**src/verilog/eth_tx_defs.svh**
```systemverilog
`ifndef ETH_TX_DEFS_SVH
`define ETH_TX_DEFS_SVH

////////////////////////////////////////////////////////////////////////////
// Frame framing bytes
////////////////////////////////////////////////////////////////////////////

`define ETH_PREAMBLE_BYTE 8'h55     // Seven of these open each frame
`define ETH_SFD_BYTE      8'hD5     // Start-of-frame delimiter
`define ETH_PAD_BYTE      8'h00     // Filler up to the minimum size

// Payload plus pad, FCS not counted
`define ETH_MIN_FRAME     60

// Inter-frame gap in 125 MHz clocks, 96 bit times per link speed
`define ETH_IFG_GBIT      11'd12
`define ETH_IFG_100M      11'd120
`define ETH_IFG_10M       11'd1200

////////////////////////////////////////////////////////////////////////////
// CRC-32, IEEE 802.3, LSB-first form
////////////////////////////////////////////////////////////////////////////

`define ETH_CRC_INIT      32'hFFFF_FFFF
`define ETH_CRC_POLY      32'hEDB8_8320  // 0x04C11DB7 bit-reversed

`endif

```
**src/verilog/eth_tx_pkg.sv**
```systemverilog
package eth_tx_pkg;

    ////////////////////////////////////////////////////////////////////////
    // Widths fixed by the Ethernet standard
    ////////////////////////////////////////////////////////////////////////

    typedef logic [7:0]  eth_byte_t;      // One octet on the byte bus
    typedef logic [31:0] crc_t;           // Running CRC and final FCS
    typedef logic [10:0] ifg_count_t;     // Gap counter, up to 1200 clocks

    // Link speed code
    // 00 -> 10 Mb/s, 01 -> 100 Mb/s, 1x -> 1 Gb/s
    typedef logic [1:0]  link_speed_t;

    ////////////////////////////////////////////////////////////////////////
    // One output byte slot, framer to CRC and output stage
    ////////////////////////////////////////////////////////////////////////

    typedef struct packed {
        logic      valid;    // Slot carries a frame byte
        logic      sof;      // Delimiter slot, CRC restarts here
        logic      crc_en;   // Payload or pad byte, folded into CRC
        logic      is_fcs;   // Take byte from FCS instead of data
        logic [1:0] fcs_idx; // FCS byte number, 0 goes out first
        eth_byte_t data;     // Byte for non-FCS slots
    } tx_slot_t;

    // Frame sequencer states
    typedef enum logic [2:0] {
        IDLE,       // Waiting for payload_valid
        PREAMBLE,   // 7x 0x55 then SFD
        PAYLOAD,    // Bytes from the source
        PADDING,    // Zero fill to the minimum
        FCS,        // Four CRC bytes
        GAP         // Inter-frame gap, no valid slots
    } framer_state_e;

endpackage

```
**src/verilog/eth_crc32.sv**
```systemverilog
`include "eth_tx_defs.svh"

module eth_crc32 (
    input  logic                   clk,
    input  logic                   reset_n,
    input  logic                   phy_ready,
    input  eth_tx_pkg::tx_slot_t   slot,
    output eth_tx_pkg::crc_t       fcs
);

    ////////////////////////////////////////////////////////////////////////////
    // Running reflected CRC-32
    ////////////////////////////////////////////////////////////////////////////

    eth_tx_pkg::crc_t crc_q;      // CRC register
    eth_tx_pkg::crc_t crc_next;   // Register after folding in the slot byte

    // One byte, LSB first, bit by bit against the reflected polynomial
    function automatic eth_tx_pkg::crc_t crc_byte(
        input eth_tx_pkg::crc_t      crc_in,
        input eth_tx_pkg::eth_byte_t data
    );
        eth_tx_pkg::crc_t c;
        c = crc_in ^ {24'h00_0000, data};
        for (int i = 0; i < 8; i++) begin
            if (c[0]) begin
                c = (c >> 1) ^ `ETH_CRC_POLY;
            end else begin
                c = c >> 1;
            end
        end
        return c;
    endfunction

    assign crc_next = crc_byte(crc_q, slot.data);

    // Slots are the framer's registered output, so this runs in step with it
    always_ff @(posedge clk) begin
        if (reset_n) begin
            crc_q <= `ETH_CRC_INIT;
        end else if (phy_ready) begin
            if (slot.sof) begin
                crc_q <= `ETH_CRC_INIT;      // New frame starts at the SFD
            end else if (slot.crc_en) begin
                crc_q <= crc_next;           // Payload and pad bytes only
            end
        end
    end

    ////////////////////////////////////////////////////////////////////////////
    // FCS output
    ////////////////////////////////////////////////////////////////////////////

    // Final complement; byte 0 = fcs[7:0] is the first on the wire.
    // Stable from the first FCS slot onwards, no data slots follow it
    assign fcs = ~crc_q;

endmodule

```
**src/verilog/eth_tx_framer.sv**
```systemverilog
`include "eth_tx_defs.svh"

module eth_tx_framer (
    input  logic                      clk,
    input  logic                      reset_n,
    input  eth_tx_pkg::eth_byte_t     payload_data,
    input  logic                      payload_valid,
    input  logic                      payload_last,
    input  logic                      phy_ready,
    input  eth_tx_pkg::link_speed_t   link_speed,
    output logic                      payload_ready,
    output eth_tx_pkg::tx_slot_t      slot
);

    ////////////////////////////////////////////////////////////////////////////
    // Frame sequencer state and counters
    ////////////////////////////////////////////////////////////////////////////

    eth_tx_pkg::framer_state_e  state;
    logic [2:0]                 byte_cnt;    // Preamble position / FCS index
    logic [5:0]                 size_cnt;    // Payload plus pad up to 60
    logic [5:0]                 size_next;   // Size after this slot
    logic                       size_done;   // This slot reaches the minimum
    eth_tx_pkg::ifg_count_t     ifg_cnt;     // Cycles spent in GAP
    eth_tx_pkg::ifg_count_t     ifg_len;     // Gap length latched at gap start
    eth_tx_pkg::ifg_count_t     ifg_sel;     // Gap length decoded from link_speed
    logic                       rdy_q;       // Registered read strobe

    // Size counter stops counting once the minimum is met
    assign size_next = (size_cnt < 6'(`ETH_MIN_FRAME)) ? size_cnt + 6'd1 : size_cnt;
    assign size_done = (size_cnt >= 6'(`ETH_MIN_FRAME - 1));  // 60th byte or later

    // Strobe only in cycles that actually advance
    assign payload_ready = rdy_q & phy_ready;

    // Gap length per link speed is 96 bit times at 125 MHz
    always_comb begin
        case (link_speed)
            2'b00:   ifg_sel = `ETH_IFG_10M;
            2'b01:   ifg_sel = `ETH_IFG_100M;
            default: ifg_sel = `ETH_IFG_GBIT;   // 10 and 11 both gigabit
        endcase
    end

    ////////////////////////////////////////////////////////////////////////////
    // Sequencer issuing one slot per advancing cycle
    ////////////////////////////////////////////////////////////////////////////

    always_ff @(posedge clk) begin
        if (reset_n) begin
            state    <= eth_tx_pkg::IDLE;
            slot     <= '0;
            rdy_q    <= 1'b0;
            byte_cnt <= '0;
            size_cnt <= '0;
            ifg_cnt  <= '0;
            ifg_len  <= `ETH_IFG_GBIT;
        end else if (phy_ready) begin        // Everything holds under back-pressure
            slot  <= '0;                     // Idle slot unless a state fills it
            rdy_q <= 1'b0;

            case (state)
                eth_tx_pkg::IDLE: begin
                    if (payload_valid) begin
                        // First preamble byte goes out on the start edge
                        slot.valid <= 1'b1;
                        slot.data  <= `ETH_PREAMBLE_BYTE;
                        byte_cnt   <= 3'd1;
                        size_cnt   <= '0;
                        state      <= eth_tx_pkg::PREAMBLE;
                    end
                end

                eth_tx_pkg::PREAMBLE: begin
                    slot.valid <= 1'b1;
                    byte_cnt   <= byte_cnt + 3'd1;
                    if (byte_cnt == 3'd7) begin
                        // CRC restarts on the delimiter slot
                        slot.sof  <= 1'b1;
                        slot.data <= `ETH_SFD_BYTE;
                        rdy_q     <= 1'b1;   // Source byte read in next cycle
                        state     <= eth_tx_pkg::PAYLOAD;
                    end else begin
                        slot.data <= `ETH_PREAMBLE_BYTE;
                    end
                end

                eth_tx_pkg::PAYLOAD: begin
                    slot.valid  <= 1'b1;
                    slot.crc_en <= 1'b1;
                    slot.data   <= payload_data;  // Consumed by this strobe
                    size_cnt    <= size_next;
                    if (payload_last) begin
                        byte_cnt <= '0;
                        // Short packet gets zero fill first
                        if (size_done) begin
                            state <= eth_tx_pkg::FCS;
                        end else begin
                            state <= eth_tx_pkg::PADDING;
                        end
                    end else begin
                        rdy_q <= 1'b1;       // Keep reading
                    end
                end

                eth_tx_pkg::PADDING: begin
                    slot.valid  <= 1'b1;
                    slot.crc_en <= 1'b1;    // Pad bytes are covered by the FCS
                    slot.data   <= `ETH_PAD_BYTE;
                    size_cnt    <= size_next;
                    if (size_done) begin
                        byte_cnt <= '0;
                        state    <= eth_tx_pkg::FCS;
                    end
                end

                eth_tx_pkg::FCS: begin
                    // CRC register is final one cycle after the last data slot,
                    // so the output stage picks the bytes from fcs directly
                    slot.valid   <= 1'b1;
                    slot.is_fcs  <= 1'b1;
                    slot.fcs_idx <= byte_cnt[1:0];
                    byte_cnt     <= byte_cnt + 3'd1;
                    if (byte_cnt == 3'd3) begin
                        ifg_cnt <= '0;
                        ifg_len <= ifg_sel;  // Speed sampled at gap start
                        state   <= eth_tx_pkg::GAP;
                    end
                end

                eth_tx_pkg::GAP: begin
                    ifg_cnt <= ifg_cnt + 11'd1;
                    if (ifg_cnt == ifg_len - 11'd1) begin
                        state <= eth_tx_pkg::IDLE;   // Next frame may start
                    end
                end

                default: begin
                    state <= eth_tx_pkg::IDLE;
                end
            endcase
        end
    end

    ////////////////////////////////////////////////////////////////////////////
    // Checks
    ////////////////////////////////////////////////////////////////////////////

    // Source holds payload_valid through a whole packet
    a_payload_held: assert property (
        @(posedge clk) disable iff (reset_n)
        (state == eth_tx_pkg::PAYLOAD) |-> payload_valid
    ) else $error("payload_valid fell in the middle of a packet");

    // A stalled payload byte stays in place until its strobe takes it
    a_source_hold: assert property (
        @(posedge clk) disable iff (reset_n)
        (state == eth_tx_pkg::PAYLOAD && !payload_ready)
            |=> $stable({payload_data, payload_last})
    ) else $error("payload byte changed while the PHY side stalled");

endmodule

```
**src/verilog/eth_tx_out_stage.sv**
```systemverilog
module eth_tx_out_stage (
    input  logic                    clk,
    input  logic                    reset_n,
    input  logic                    phy_ready,
    input  eth_tx_pkg::tx_slot_t    slot,
    input  eth_tx_pkg::crc_t        fcs,
    output eth_tx_pkg::eth_byte_t   tx_data,
    output logic                    tx_dv
);

    ////////////////////////////////////////////////////////////////////////////
    // Byte select
    ////////////////////////////////////////////////////////////////////////////

    eth_tx_pkg::eth_byte_t fcs_byte;   // FCS byte picked by fcs_idx
    eth_tx_pkg::eth_byte_t out_byte;   // Byte for the next PHY register load

    assign fcs_byte = fcs[8*slot.fcs_idx +: 8];  // LSB byte leaves first

    always_comb begin
        if (!slot.valid) begin
            out_byte = '0;               // Bus reads zero between frames
        end else if (slot.is_fcs) begin
            out_byte = fcs_byte;
        end else begin
            out_byte = slot.data;        // Preamble, SFD, payload or pad
        end
    end

    ////////////////////////////////////////////////////////////////////////////
    // PHY output registers
    ////////////////////////////////////////////////////////////////////////////

    always_ff @(posedge clk) begin
        if (reset_n) begin
            tx_data <= '0;
            tx_dv   <= 1'b0;
        end else if (phy_ready) begin    // Hold bus while PHY not ready
            tx_data <= out_byte;
            tx_dv   <= slot.valid;
        end
    end

    ////////////////////////////////////////////////////////////////////////////
    // Checks
    ////////////////////////////////////////////////////////////////////////////

    // Later FCS bytes must follow a byte still on the bus, so the
    // framer's FCS run and the output register stay back to back
    a_fcs_contiguous: assert property (
        @(posedge clk) disable iff (reset_n)
        (slot.valid && slot.is_fcs && (slot.fcs_idx != 2'd0)) |-> tx_dv
    ) else $error("tx_dv low inside the FCS sequence");

endmodule

```
**src/verilog/eth_tx_top.sv**
```systemverilog
module eth_tx_top (
    input  logic                      clk,
    input  logic                      reset_n,

    // Byte source
    input  eth_tx_pkg::eth_byte_t     payload_data,
    input  logic                      payload_valid,
    input  logic                      payload_last,
    output logic                      payload_ready,

    // PHY byte bus
    input  logic                      phy_ready,
    output eth_tx_pkg::eth_byte_t     tx_data,
    output logic                      tx_dv,

    // Configuration
    input  eth_tx_pkg::link_speed_t   link_speed
);

    eth_tx_pkg::tx_slot_t slot;   // Framer slot, shared by CRC and output stage
    eth_tx_pkg::crc_t     fcs;    // Complemented CRC

    // Frame sequencer
    eth_tx_framer eth_tx_framer_inst (
        .clk           (clk),
        .reset_n       (reset_n),
        .payload_data  (payload_data),
        .payload_valid (payload_valid),
        .payload_last  (payload_last),
        .phy_ready     (phy_ready),
        .link_speed    (link_speed),
        .payload_ready (payload_ready),
        .slot          (slot)
    );

    // CRC runs on the same slots, in parallel
    eth_crc32 eth_crc32_inst (
        .clk       (clk),
        .reset_n   (reset_n),
        .phy_ready (phy_ready),
        .slot      (slot),
        .fcs       (fcs)
    );

    // Data/FCS mux and PHY registers
    eth_tx_out_stage eth_tx_out_stage_inst (
        .clk       (clk),
        .reset_n   (reset_n),
        .phy_ready (phy_ready),
        .slot      (slot),
        .fcs       (fcs),
        .tx_data   (tx_data),
        .tx_dv     (tx_dv)
    );

endmodule
```
**config.mk**
```make
export PLATFORM = sky130hd
export DESIGN_NAME = eth_tx_top
export DESIGN_NICKNAME = d
export VERILOG_FILES = /design/src/verilog/eth_tx_pkg.sv /design/src/verilog/eth_crc32.sv /design/src/verilog/eth_tx_framer.sv /design/src/verilog/eth_tx_out_stage.sv /design/src/verilog/eth_tx_top.sv
export VERILOG_INCLUDE_DIRS = /design/src /design/src/verilog
export SDC_FILE = /design/constraint.sdc
export NUM_CORES = 1
export LEC_CHECK = 0
export BUFFER_PORTS_ARGS = -buffer_cell sky130_fd_sc_hd__buf_2
export CORE_UTILIZATION = 45
export DETAILED_ROUTE_END_ITERATION = 7
export PLACE_DENSITY = 0.68
export SETUP_SLACK_MARGIN = 0.1
export SYNTH_ARGS = -nofsm -noshare
export SYNTH_HDL_FRONTEND = slang
export SYNTH_HIERARCHICAL = 1
export SYNTH_SLANG_ARGS = --single-unit
```
**constraint.sdc**
```tcl
create_clock -name clk -period 1.9 [get_ports clk]
set_clock_uncertainty 0.05 [all_clocks]
set_input_delay 0.095 -clock clk [delete_from_list [all_inputs] [get_ports clk]]
set_output_delay 0.095 -clock clk [all_outputs]
set_load 0.01 [all_outputs]
```
==> results of run 1 <==
-- kinds of logic after synthesis --
family,synth area share (%)
xor+xnor,19.0
fa+ha+maj,1.85
mux,4.46
simple gates,17.4
flops,35.5
compound gates,15.3
buf+inv,6.49
-- final cells by class --
cell class | count | share of cell area [%]
Timing Repair Buffer | 67 | 8.37
Sequential cell | 84 | 30.1
Clock buffer | 13 | 2.82
Clock inverter | 2 | 0.178
Tap cell | 136 | 3.02
Inverter | 47 | 3.13
Multi-Input combinational cell | 375 | 52.4
-- final timing paths --
| path | startpoint | end | slack (ns) | depth (start not counted) |
|---|---|---|---|---|
| setup / recovery | eth_tx_framer_inst/ifg_len[2]$_SDFFE_PP1P_ | eth_tx_framer_inst/state[0]$_SDFFE_PP0P_ | 0.07 | 8 |
| hold / removal | reset_n | eth_tx_framer_inst/rdy_q$_SDFFE_PP0P_ | 0.04 | 2 |
| setup reg to reg | eth_tx_framer_inst/ifg_len[2]$_SDFFE_PP1P_ | eth_tx_framer_inst/state[0]$_SDFFE_PP0P_ | 0.07 | 8 |
| hold reg to reg | eth_tx_out_stage_inst/tx_dv$_SDFFE_PP0P_ | eth_tx_out_stage_inst/tx_dv$_SDFFE_PP0P_ | 0.42 | 2 |
-- per-stage QoR --
stage,TNS [ns],util [%]
finish,0,54.9
global route,-0.0477,54.9
CTS,0,53.1
detailed placement,-0.192,50.1
global placement,-0.0287,50.1
floorplan,0,-
-- registers in the layout, indices dropped and copies added, names as in the netlist --
register / cells
eth_crc32_inst/crc_q: 32
eth_tx_framer_inst/slot: 14
eth_tx_framer_inst/ifg_cnt: 11
eth_tx_out_stage_inst/tx_data: 8
eth_tx_framer_inst/size_cnt: 6
eth_tx_framer_inst/ifg_len: 5
eth_tx_framer_inst/byte_cnt: 3
eth_tx_framer_inst/state: 3
eth_tx_framer_inst/rdy_q: 1
eth_tx_out_stage_inst/tx_dv: 1
-- where the power goes --
group          leakage, nW  internal [mW]  switching (mW)
Clock               0.0893          0.537           0.633
Sequential           0.683           1.77          0.0217
Combinational         1.58          0.188           0.214
-- per-layer routing --
layer	global-route usage [%]	vias to the layer above
met5	0	-
met4	6.74	0
li1	-	1910
met3	4.49	10
met1	27.9	1852
met2	34.9	70
-- layout by cell type, fill, tap and decap left out, types with 19 or more instances in the layout --
master / synthesis / routed
a21oi_1: 39 / 38
buf_2: 4 / 24
buf_4: 0 / 36
dfxtp_1: 84 / 74
inv_1: 47 / 46
nand2_1: 32 / 32
nand2b_1: 27 / 27
nor2_1: 44 / 44
o22ai_1: 19 / 19
xnor2_1: 55 / 52
xor2_1: 21 / 21
-- what timing repair did --
item,in CTS,in global routing
gates resized for setup,16,26
pin swaps,4,11
hold buffers,5,0
setup buffers,1,5
endpoints found under the setup margin,9,25
hold endpoints to repair,6,0
==> flow_metrics.py, run 1 <==
metrics = {
    "floorplan": {
        "start_util_pct": 46.1,
        "num_rows": 37,
        "die_h_um": 105,
        "core_area_um2": 10300,
        "io_pins": 25,
        "die_w_um": 105,
        "dieArea_um2": 10900,
    },
    "sta": {
        "fin_crit_sh_pct": 96.1,
        "worst_hold_slack_ns": 0.0410,
        "slew_headroom_pct": 61.0,
        "setup_ws_ns": 0.0732,
        "layout_min_cycle_time_ns": 1.83,
        "finalHoldViolations": 0,
        "rsz0062_at_grt": "true",
        "worst_slew_pin_slew_ns": 0.585,
        "maxSlewViolCount": 0,
        "setup_viol": 0,
        "fmax_ghz": 0.547,
    },
    "setup_path": {
        "cp_cell_sequence": "inv_1, ha_2, ha_4, xnor2_1, nor2_1, nand4_1, nor4_4, o22ai_1",
        "critical_path_required_ns": 2.10,
        "path_buf_inv": 1,
        "cp_slowest_cell": "dfxtp_4",
        "cp_top_family": "simple AND/OR/NAND/NOR gates",
        "crit_arrival_ns": 2.03,
        "cp_max_fo": 3,
        "critPathLaunchType": "register",
        "critPathMaxStageDelay_ns": 0.36,
        "end_kind": "register",
        "worstSetupPathType": "reg2reg",
    },
    "yosys": {
        "syn_area_per_cell_um2": 8.89,
        "synth_nets": 555,
        "synthTopCellsByCount": "84 x dfxtp_1, 55 x xnor2_1, 47 x inv_1",
        "syn_inst": 533,
        "synth.distinct_cells": 56,
        "synth_top_area_share_pct": 35.5,
        "yosysTopAreaCell": "dfxtp_1",
        "ys_seq_area_share_pct": 35.5,
        "synth_most_common_cell": "dfxtp_1",
        "synth_area_leaders": "dfxtp_1 35%, xnor2_1 10%, a21oi_1 4.1%",
        "yosys_most_used_dff": "dfxtp_1",
        "synthArstFlopShare_pct": 0,
        "synth_edf_count": 0,
        "synth-seq-cells": 84,
        "synth_area_um2": 4740,
        "synth_warnings": 6,
    },
    "route": {
        "remaining_drc_errors": 0,
        "wl_per_cell_um": 15.9,
        "first_iter_violations": 350,
        "firstDrtPassIters": 5,
        "met1Wirelength_um": 5340,
        "antenna_left": 0,
        "viasPerCell": 5.31,
        "dr_wl_met2_um": 5650,
        "routed_wirelength_um": 11500,
        "wl_met3_um": 411,
        "routed.top_layer": "met4",
        "vias": 3842,
    },
    "global_routing": {
        "grt_overflow_total": 0,
        "grt_max_degree": 47,
        "grt_pass1_vias": 3727,
        "grt_pass1_wl_um": 18300,
        "antenna_found_initial": 0,
        "gr-usage-all-layers_pct": 21.3,
    },
    "placement": {
        "dp_cells": 698,
        "place_congestion": 0.849,
        "io_buffers": 24,
        "post_dp_cell_area_um2": 5150,
        "dp_slack_ns": -0.117,
        "post-dp-hpwl_um": 7930,
    },
    "finish": {
        "fin_area_um2": 5640,
        "stdcell_count": 724,
        "area.sequential_um2": 1700,
        "nFillCells": 914,
        "multi_input_area_um2": 2950,
        "area_growth_pct": 19.0,
        "num-nets-final": 606,
        "num_antenna_cells": 0,
        "layout-drive-gt1-share_pct": 22.8,
    },
    "clock_network": {
        "ctsHtreeMaxLevel": 3,
        "worstSkewPairLatency_ns": 0.37,
        "cts_buffer_depth": 2,
        "cts.clk_slew.worst_paths_ns": 0.08,
        "root_buffer": "clkbuf_8",
        "numCtsBuffers": 9,
        "cts_tree": "built",
        "clock-sinks": 84,
    },
    "pwr": {
        "total_power_mw": 3.37,
        "p_per_area_nw_per_um2": 597,
        "leakagePower_nw": 2.35,
        "max-vdd-ir-drop_v": 0.000273,
    },
    "run_status": {
        "status": "completed",
    },
    "job": {
        "maxCapViolations": 0,
    },
    "min_path": {
        "hp-class": "in2reg",
    },
}
Note: power is estimated with default switching activity, not from simulation.
==> run 2: changes to the inputs <==
clock period = 2.2 ns   (was 1.9 ns; I/O delays follow)
==> run 2 against run 1 <==
Wire length is 7.4% lower. Sequential share of layout area is 1.3 points higher. Worst setup slack better by 0.10 ns. Via count shrank 3.1%. Sequential power decreased by 13%. Critical path depth down 3. Combinational power shrank 23%. Clock power is 16% higher. Largest cell class unchanged. Highest routed layer unchanged.
==> flow_metrics.py, run 2 (same netlist as run 1, synthesis figures left out) <==
metrics = {
    "run_status": {
        "status": "completed",
    },
    "sta": {
        "fmax_ghz": 0.494,
        "fin_crit_sh_pct": 92.0,
        "worst_hold_slack_ns": 0.0757,
        "setup_viol": 0,
        "maxSlewViolCount": 0,
        "finalHoldViolations": 0,
        "layout_min_cycle_time_ns": 2.02,
        "slew_headroom_pct": 63.4,
        "setup_tns_ns": 0,
        "rsz0062_at_grt": "false",
        "worst_slew_pin_slew_ns": 0.545,
        "setup_ws_ns": 0.176,
    },
    "route": {
        "antenna_left": 0,
        "viasPerCell": 5.28,
        "wl_per_cell_um": 15.1,
        "remaining_drc_errors": 0,
        "routed_wirelength_um": 10700,
        "vias": 3723,
        "firstDrtPassIters": 4,
        "first_iter_violations": 187,
    },
    "placement": {
        "place_congestion": 0.879,
        "post-dp-hpwl_um": 7730,
        "io_buffers": 24,
        "post_dp_cell_area_um2": 5030,
        "dp_cells": 684,
        "dp_slack_ns": 0.135,
    },
    "global_routing": {
        "grt_overflow_total": 0,
        "antenna_found_initial": 0,
        "grt_max_degree": 30,
        "grt_pass1_wl_um": 18000,
        "gr-usage-all-layers_pct": 20.6,
        "grt_pass1_vias": 3647,
    },
    "finish": {
        "reg.largest.list": "eth_crc32_inst/crc_q (32), eth_tx_framer_inst/slot (14), eth_tx_framer_inst/ifg_cnt (11)",
        "multi_input_area_um2": 2770,
        "top_register": "eth_crc32_inst/crc_q",
        "fin_area_um2": 5350,
        "final_common_cell": "dfxtp_1",
        "area.sequential_um2": 1680,
        "area_growth_pct": 12.8,
        "layout-drive-gt1-share_pct": 16.2,
        "stdcell_count": 705,
        "num-nets-final": 586,
        "num_antenna_cells": 0,
        "largest_reg_flops": 32,
        "nFillCells": 958,
        "mostFrequentLayoutCells": "84 x dfxtp_1, 55 x xnor2_1, 47 x inv_1",
        "finish.utilization_pct": 52.0,
    },
    "setup_path": {
        "r2r_start": "eth_tx_framer_inst/ifg_len[2]$_SDFFE_PP1P_",
        "reg2regPathDepth": 5,
        "cp_cell_sequence": "nor4_1, xor2_1, o311a_1, nor4_4, o22ai_1",
        "worstSetupPathType": "reg2reg",
        "cp_top_family": "simple AND/OR/NAND/NOR gates",
        "crit_arrival_ns": 2.22,
        "cp_slowest_cell": "nor4_1",
        "critical_path_required_ns": 2.39,
        "critPathLaunchType": "register",
        "cp_max_fo": 3,
        "r2r_slack_ns": 0.18,
        "path_buf_inv": 0,
        "timing.rr.end": "eth_tx_framer_inst/state[2]$_SDFFE_PP0P_",
        "critPathMaxStageDelay_ns": 0.52,
        "end_kind": "register",
    },
    "clock_network": {
        "ctsHtreeMaxLevel": 3,
        "cts.clk_slew.worst_paths_ns": 0.09,
        "root_buffer": "clkbuf_8",
        "worstSkewPairLatency_ns": 0.36,
        "numCtsBuffers": 9,
        "cts_tree": "built",
        "clock-sinks": 84,
        "cts_buffer_depth": 2,
        "cts_setup_buffers": 0,
    },
    "pwr": {
        "leakagePower_nw": 2.26,
        "total_power_mw": 3.22,
        "max-vdd-ir-drop_v": 0.000252,
        "p_per_area_nw_per_um2": 602,
    },
    "min_path": {
        "holdPathStages": 3,
        "hp-class": "in2reg",
        "holdPathEnd": "eth_tx_framer_inst/ifg_cnt[1]$_SDFFE_PP0P_",
        "worstHoldStart": "phy_ready",
    },
    "floorplan": {
        "die_w_um": 105,
        "num_rows": 37,
        "io_pins": 25,
        "core_area_um2": 10300,
        "die_h_um": 105,
        "dieArea_um2": 10900,
        "start_util_pct": 46.1,
    },
    "job": {
        "maxCapViolations": 0,
    },
}
run 2: changes by cell type in the layout (fill, tap and decap cells not counted), sizes merged:
cell	before	now
clkbuf	13	10
buf	62	42
clkinvlp	0	1
bufinv	0	3
run 2: how the worst max path moves through the flow:
stage,from,slack (ns),cells after the start,endpoint
floorplan,eth_tx_framer_inst/ifg_len[2]$_SDFFE_PP1P_,0.44,8,eth_tx_framer_inst/state[2]$_SDFFE_PP0P_
global placement,eth_tx_framer_inst/ifg_len[2]$_SDFFE_PP1P_,0.27,8,eth_tx_framer_inst/state[2]$_SDFFE_PP0P_
detailed placement,eth_tx_framer_inst/ifg_len[2]$_SDFFE_PP1P_,0.13,5,eth_tx_framer_inst/state[2]$_SDFFE_PP0P_
CTS,eth_tx_framer_inst/ifg_len[2]$_SDFFE_PP1P_,0.11,5,eth_tx_framer_inst/state[2]$_SDFFE_PP0P_
global route,eth_tx_framer_inst/ifg_len[2]$_SDFFE_PP1P_,0.06,8,eth_tx_framer_inst/state[2]$_SDFFE_PP0P_
finish,eth_tx_framer_inst/ifg_len[2]$_SDFFE_PP1P_,0.18,5,eth_tx_framer_inst/state[2]$_SDFFE_PP0P_
run 2: final cells by class:
class	instances	area share (%)
clock buffer	10	2.57
clock inverter	6	2.08
inverter	47	3.30
multi-input combinational	375	51.7
sequential	84	31.4
tap	136	3.18
timing repair buffer	47	5.71
run 2: metal layers:
layer | up-vias | wire length (um) | track usage, %
met4 | 0 | 166 | 8.25
met3 | 14 | 501 | 2.50
met1 | 1764 | 4950 | 27.3
met2 | 76 | 5050 | 34.1
li1 | 1869 | - | -
met5 | - | 0 | 0
run 2: power breakdown:
| group | internal (mW) | leakage, nW | total, mW | switching [mW] |
|---|---|---|---|---|
| Combinational | 0.140 | 1.46 | 0.308 | 0.168 |
| Sequential | 1.53 | 0.680 | 1.55 | 0.0206 |
| Clock | 0.785 | 0.122 | 1.36 | 0.574 |
run 2: worst min-delay path: stages:
cell and delay, ns:
buf_2 0.17, nand4_1 0.09, a21oi_1 0.06
run 2: what timing repair did:
item	CTS	global route
hold buffers	5	0
setup endpoints to repair	0	2
endpoints found under the hold margin	6	0
gates resized for setup	0	2
==> run 3: changes to the inputs <==
==> constraint.sdc (replaced) <==
create_clock -name clk -period 2.36 [get_ports clk]
set_clock_uncertainty 0.05 [all_clocks]
set_input_delay 0.472 -clock clk [delete_from_list [all_inputs] [get_ports clk]]
set_output_delay 0.472 -clock clk [all_outputs]
set_load 0.01 [all_outputs]
==> run 3 against run 2 <==
Cell count shrank 1.3%. Maximum frequency grew 0.74%. First-iteration DRC count grew 19%. Critical endpoint unchanged.
==> flow_metrics.py, run 3 (same netlist as run 1, synthesis figures left out) <==
metrics = {
    "run_status": {
        "status": "completed",
    },
    "finish": {
        "area_growth_pct": 10.5,
        "num-nets-final": 577,
        "largest_reg_flops": 32,
        "final_common_cell": "dfxtp_1",
        "layout-drive-gt1-share_pct": 15.7,
        "nFillCells": 942,
        "mostFrequentLayoutCells": "84 x dfxtp_1, 55 x xnor2_1, 47 x inv_1",
        "num_antenna_cells": 0,
        "top_register": "eth_crc32_inst/crc_q",
        "fin_area_um2": 5240,
        "reg.largest.list": "eth_crc32_inst/crc_q (32), eth_tx_framer_inst/slot (14), eth_tx_framer_inst/ifg_cnt (11)",
    },
    "clock_network": {
        "ctsResizeCount": 0,
        "clock-sinks": 84,
        "cts_setup_buffers": 0,
        "cts_buffer_depth": 2,
        "numCtsBuffers": 9,
        "cts.clk_slew.worst_paths_ns": 0.09,
        "cts_tree": "built",
        "root_buffer": "clkbuf_8",
        "cts_hold_repair.buffers": 0,
        "ctsHtreeMaxLevel": 3,
        "worstSkewPairLatency_ns": 0.37,
    },
    "setup_path": {
        "path_common_cell": "ha_1",
        "crit_arrival_ns": 2.21,
        "timing.rr.end": "eth_tx_framer_inst/state[2]$_SDFFE_PP0P_",
        "cp_max_fo": 3,
        "critical_path_required_ns": 2.56,
        "reg2regPathDepth": 8,
        "r2r_slack_ns": 0.35,
        "worstSetupPathType": "reg2reg",
        "r2r_start": "eth_tx_framer_inst/ifg_len[2]$_SDFFE_PP1P_",
        "critPathLaunchType": "register",
        "end_kind": "register",
        "cp_slowest_cell": "nor4_2",
        "critPathMaxStageDelay_ns": 0.39,
        "cp_cell_sequence": "inv_1, ha_1, ha_1, xnor2_1, nor2_1, nand4_1, nor4_2, o22ai_1",
        "crit_start": "eth_tx_framer_inst/ifg_len[2]$_SDFFE_PP1P_",
    },
    "floorplan": {
        "num_rows": 37,
        "dieArea_um2": 10900,
        "start_util_pct": 46.1,
        "die_w_um": 105,
        "die_h_um": 105,
        "io_pins": 25,
        "core_area_um2": 10300,
    },
    "placement": {
        "io_buffers": 24,
        "post-dp-hpwl_um": 7650,
        "place_congestion": 0.836,
        "post_dp_cell_area_um2": 5000,
    },
    "sta": {
        "setup_tns_ns": 0,
        "worst_hold_slack_ns": 0.332,
        "worst_slew_pin_slew_ns": 0.657,
        "rsz0062_at_grt": "false",
        "maxSlewViolCount": 0,
        "slew_headroom_pct": 56.1,
        "fin_crit_sh_pct": 85.1,
        "finalHoldViolations": 0,
        "fmax_ghz": 0.498,
        "setup_viol": 0,
        "layout_min_cycle_time_ns": 2.01,
    },
    "pwr": {
        "leakagePower_nw": 2.20,
        "p_per_area_nw_per_um2": 552,
        "max-vdd-ir-drop_v": 0.000217,
    },
    "route": {
        "vias": 3752,
        "remaining_drc_errors": 0,
        "wl_per_cell_um": 15.0,
        "wl_met3_um": 660,
        "firstDrtPassIters": 4,
        "routed_wirelength_um": 10500,
        "dr_wl_met2_um": 4830,
        "viasPerCell": 5.39,
        "antenna_left": 0,
        "routed.top_layer": "met4",
        "first_iter_violations": 223,
        "met1Wirelength_um": 4780,
    },
    "global_routing": {
        "gr-usage-all-layers_pct": 20.3,
        "antenna_found_initial": 0,
        "grt_pass1_vias": 3457,
        "grt_overflow_total": 0,
        "grt_pass1_wl_um": 17500,
        "grt_max_degree": 24,
    },
    "min_path": {
        "holdPathStages": 3,
        "holdPathEnd": "eth_tx_framer_inst/slot[1]$_SDFFE_PP0P_",
        "hp-class": "in2reg",
        "worstHoldStart": "payload_data[1]",
    },
    "job": {
        "maxCapViolations": 0,
    },
}
run 3: cell count changes in the layout (fill, tap and decap cells not counted):
cell / delta
clkinv_4: -1
nor4_4: -1
dlygate4sd3_1: -5
clkinvlp_4: +2
nor4_2: +1
buf_4: -4
bufinv_16: -1
run 3: area by class of cell:
cell class | count | area (um^2) | area share, %
Multi-Input combinational cell | 375 | 2760 | 52.7
Inverter | 47 | 176 | 3.37
Timing Repair Buffer | 38 | 225 | 4.30
Clock buffer | 10 | 138 | 2.63
Sequential cell | 84 | 1680 | 32.1
Clock inverter | 6 | 87.6 | 1.67
Tap cell | 136 | 170 | 3.25
run 3: routing by layer:
metal	global-route usage [%]	up-vias
li1	-	1850
met3	3.06	15
met2	32.7	104
met5	0	-
met1	27.0	1783
met4	8.55	0
run 3: how the worst max path moves through the flow:
stage,to,slack (ns),cells after the start
6_report,eth_tx_framer_inst/state[2]$_SDFFE_PP0P_,0.35,8
5_1_grt,eth_tx_framer_inst/byte_cnt[0]$_SDFFE_PP0P_,0.21,5
4_1_cts,eth_tx_framer_inst/state[2]$_SDFFE_PP0P_,0.25,8
3_5_place_dp,eth_tx_framer_inst/state[2]$_SDFFE_PP0P_,0.26,8
3_3_place_gp,eth_tx_framer_inst/state[2]$_SDFFE_PP0P_,0.40,5
2_1_floorplan,eth_tx_framer_inst/state[2]$_SDFFE_PP0P_,0.60,8
run 3: report_power, final:
group / switching, mW / leakage (nW) / internal [mW]
Clock: 0.540 / 0.105 / 0.622
Combinational: 0.157 / 1.41 / 0.123
Sequential: 0.0205 / 0.680 / 1.43
run 3: critical path: cells and delay by family (launching register included):
| family | cells | cell delay [ns] |
|---|---|---|
| buf+inv | 1 | 0.08 |
| xor+xnor | 1 | 0.13 |
| simple gates | 3 | 0.62 |
| flops | 1 | 0.37 |
| compound gates | 1 | 0.14 |
| fa+ha+maj | 2 | 0.50 |
run 3: metrics by stage:
stage / std cells / power (mW) / setup slack, ns / utilization (%)
floorplan: 533 / 1.69 / 0.595 / -
global placement: 680 / 1.76 / 0.405 / 48.7
detailed placement: 680 / 1.76 / 0.264 / 48.7
CTS: 696 / 2.92 / 0.253 / 50.9
global route: 696 / 3.00 / 0.212 / 50.9
finish: 696 / 2.89 / 0.351 / 50.9
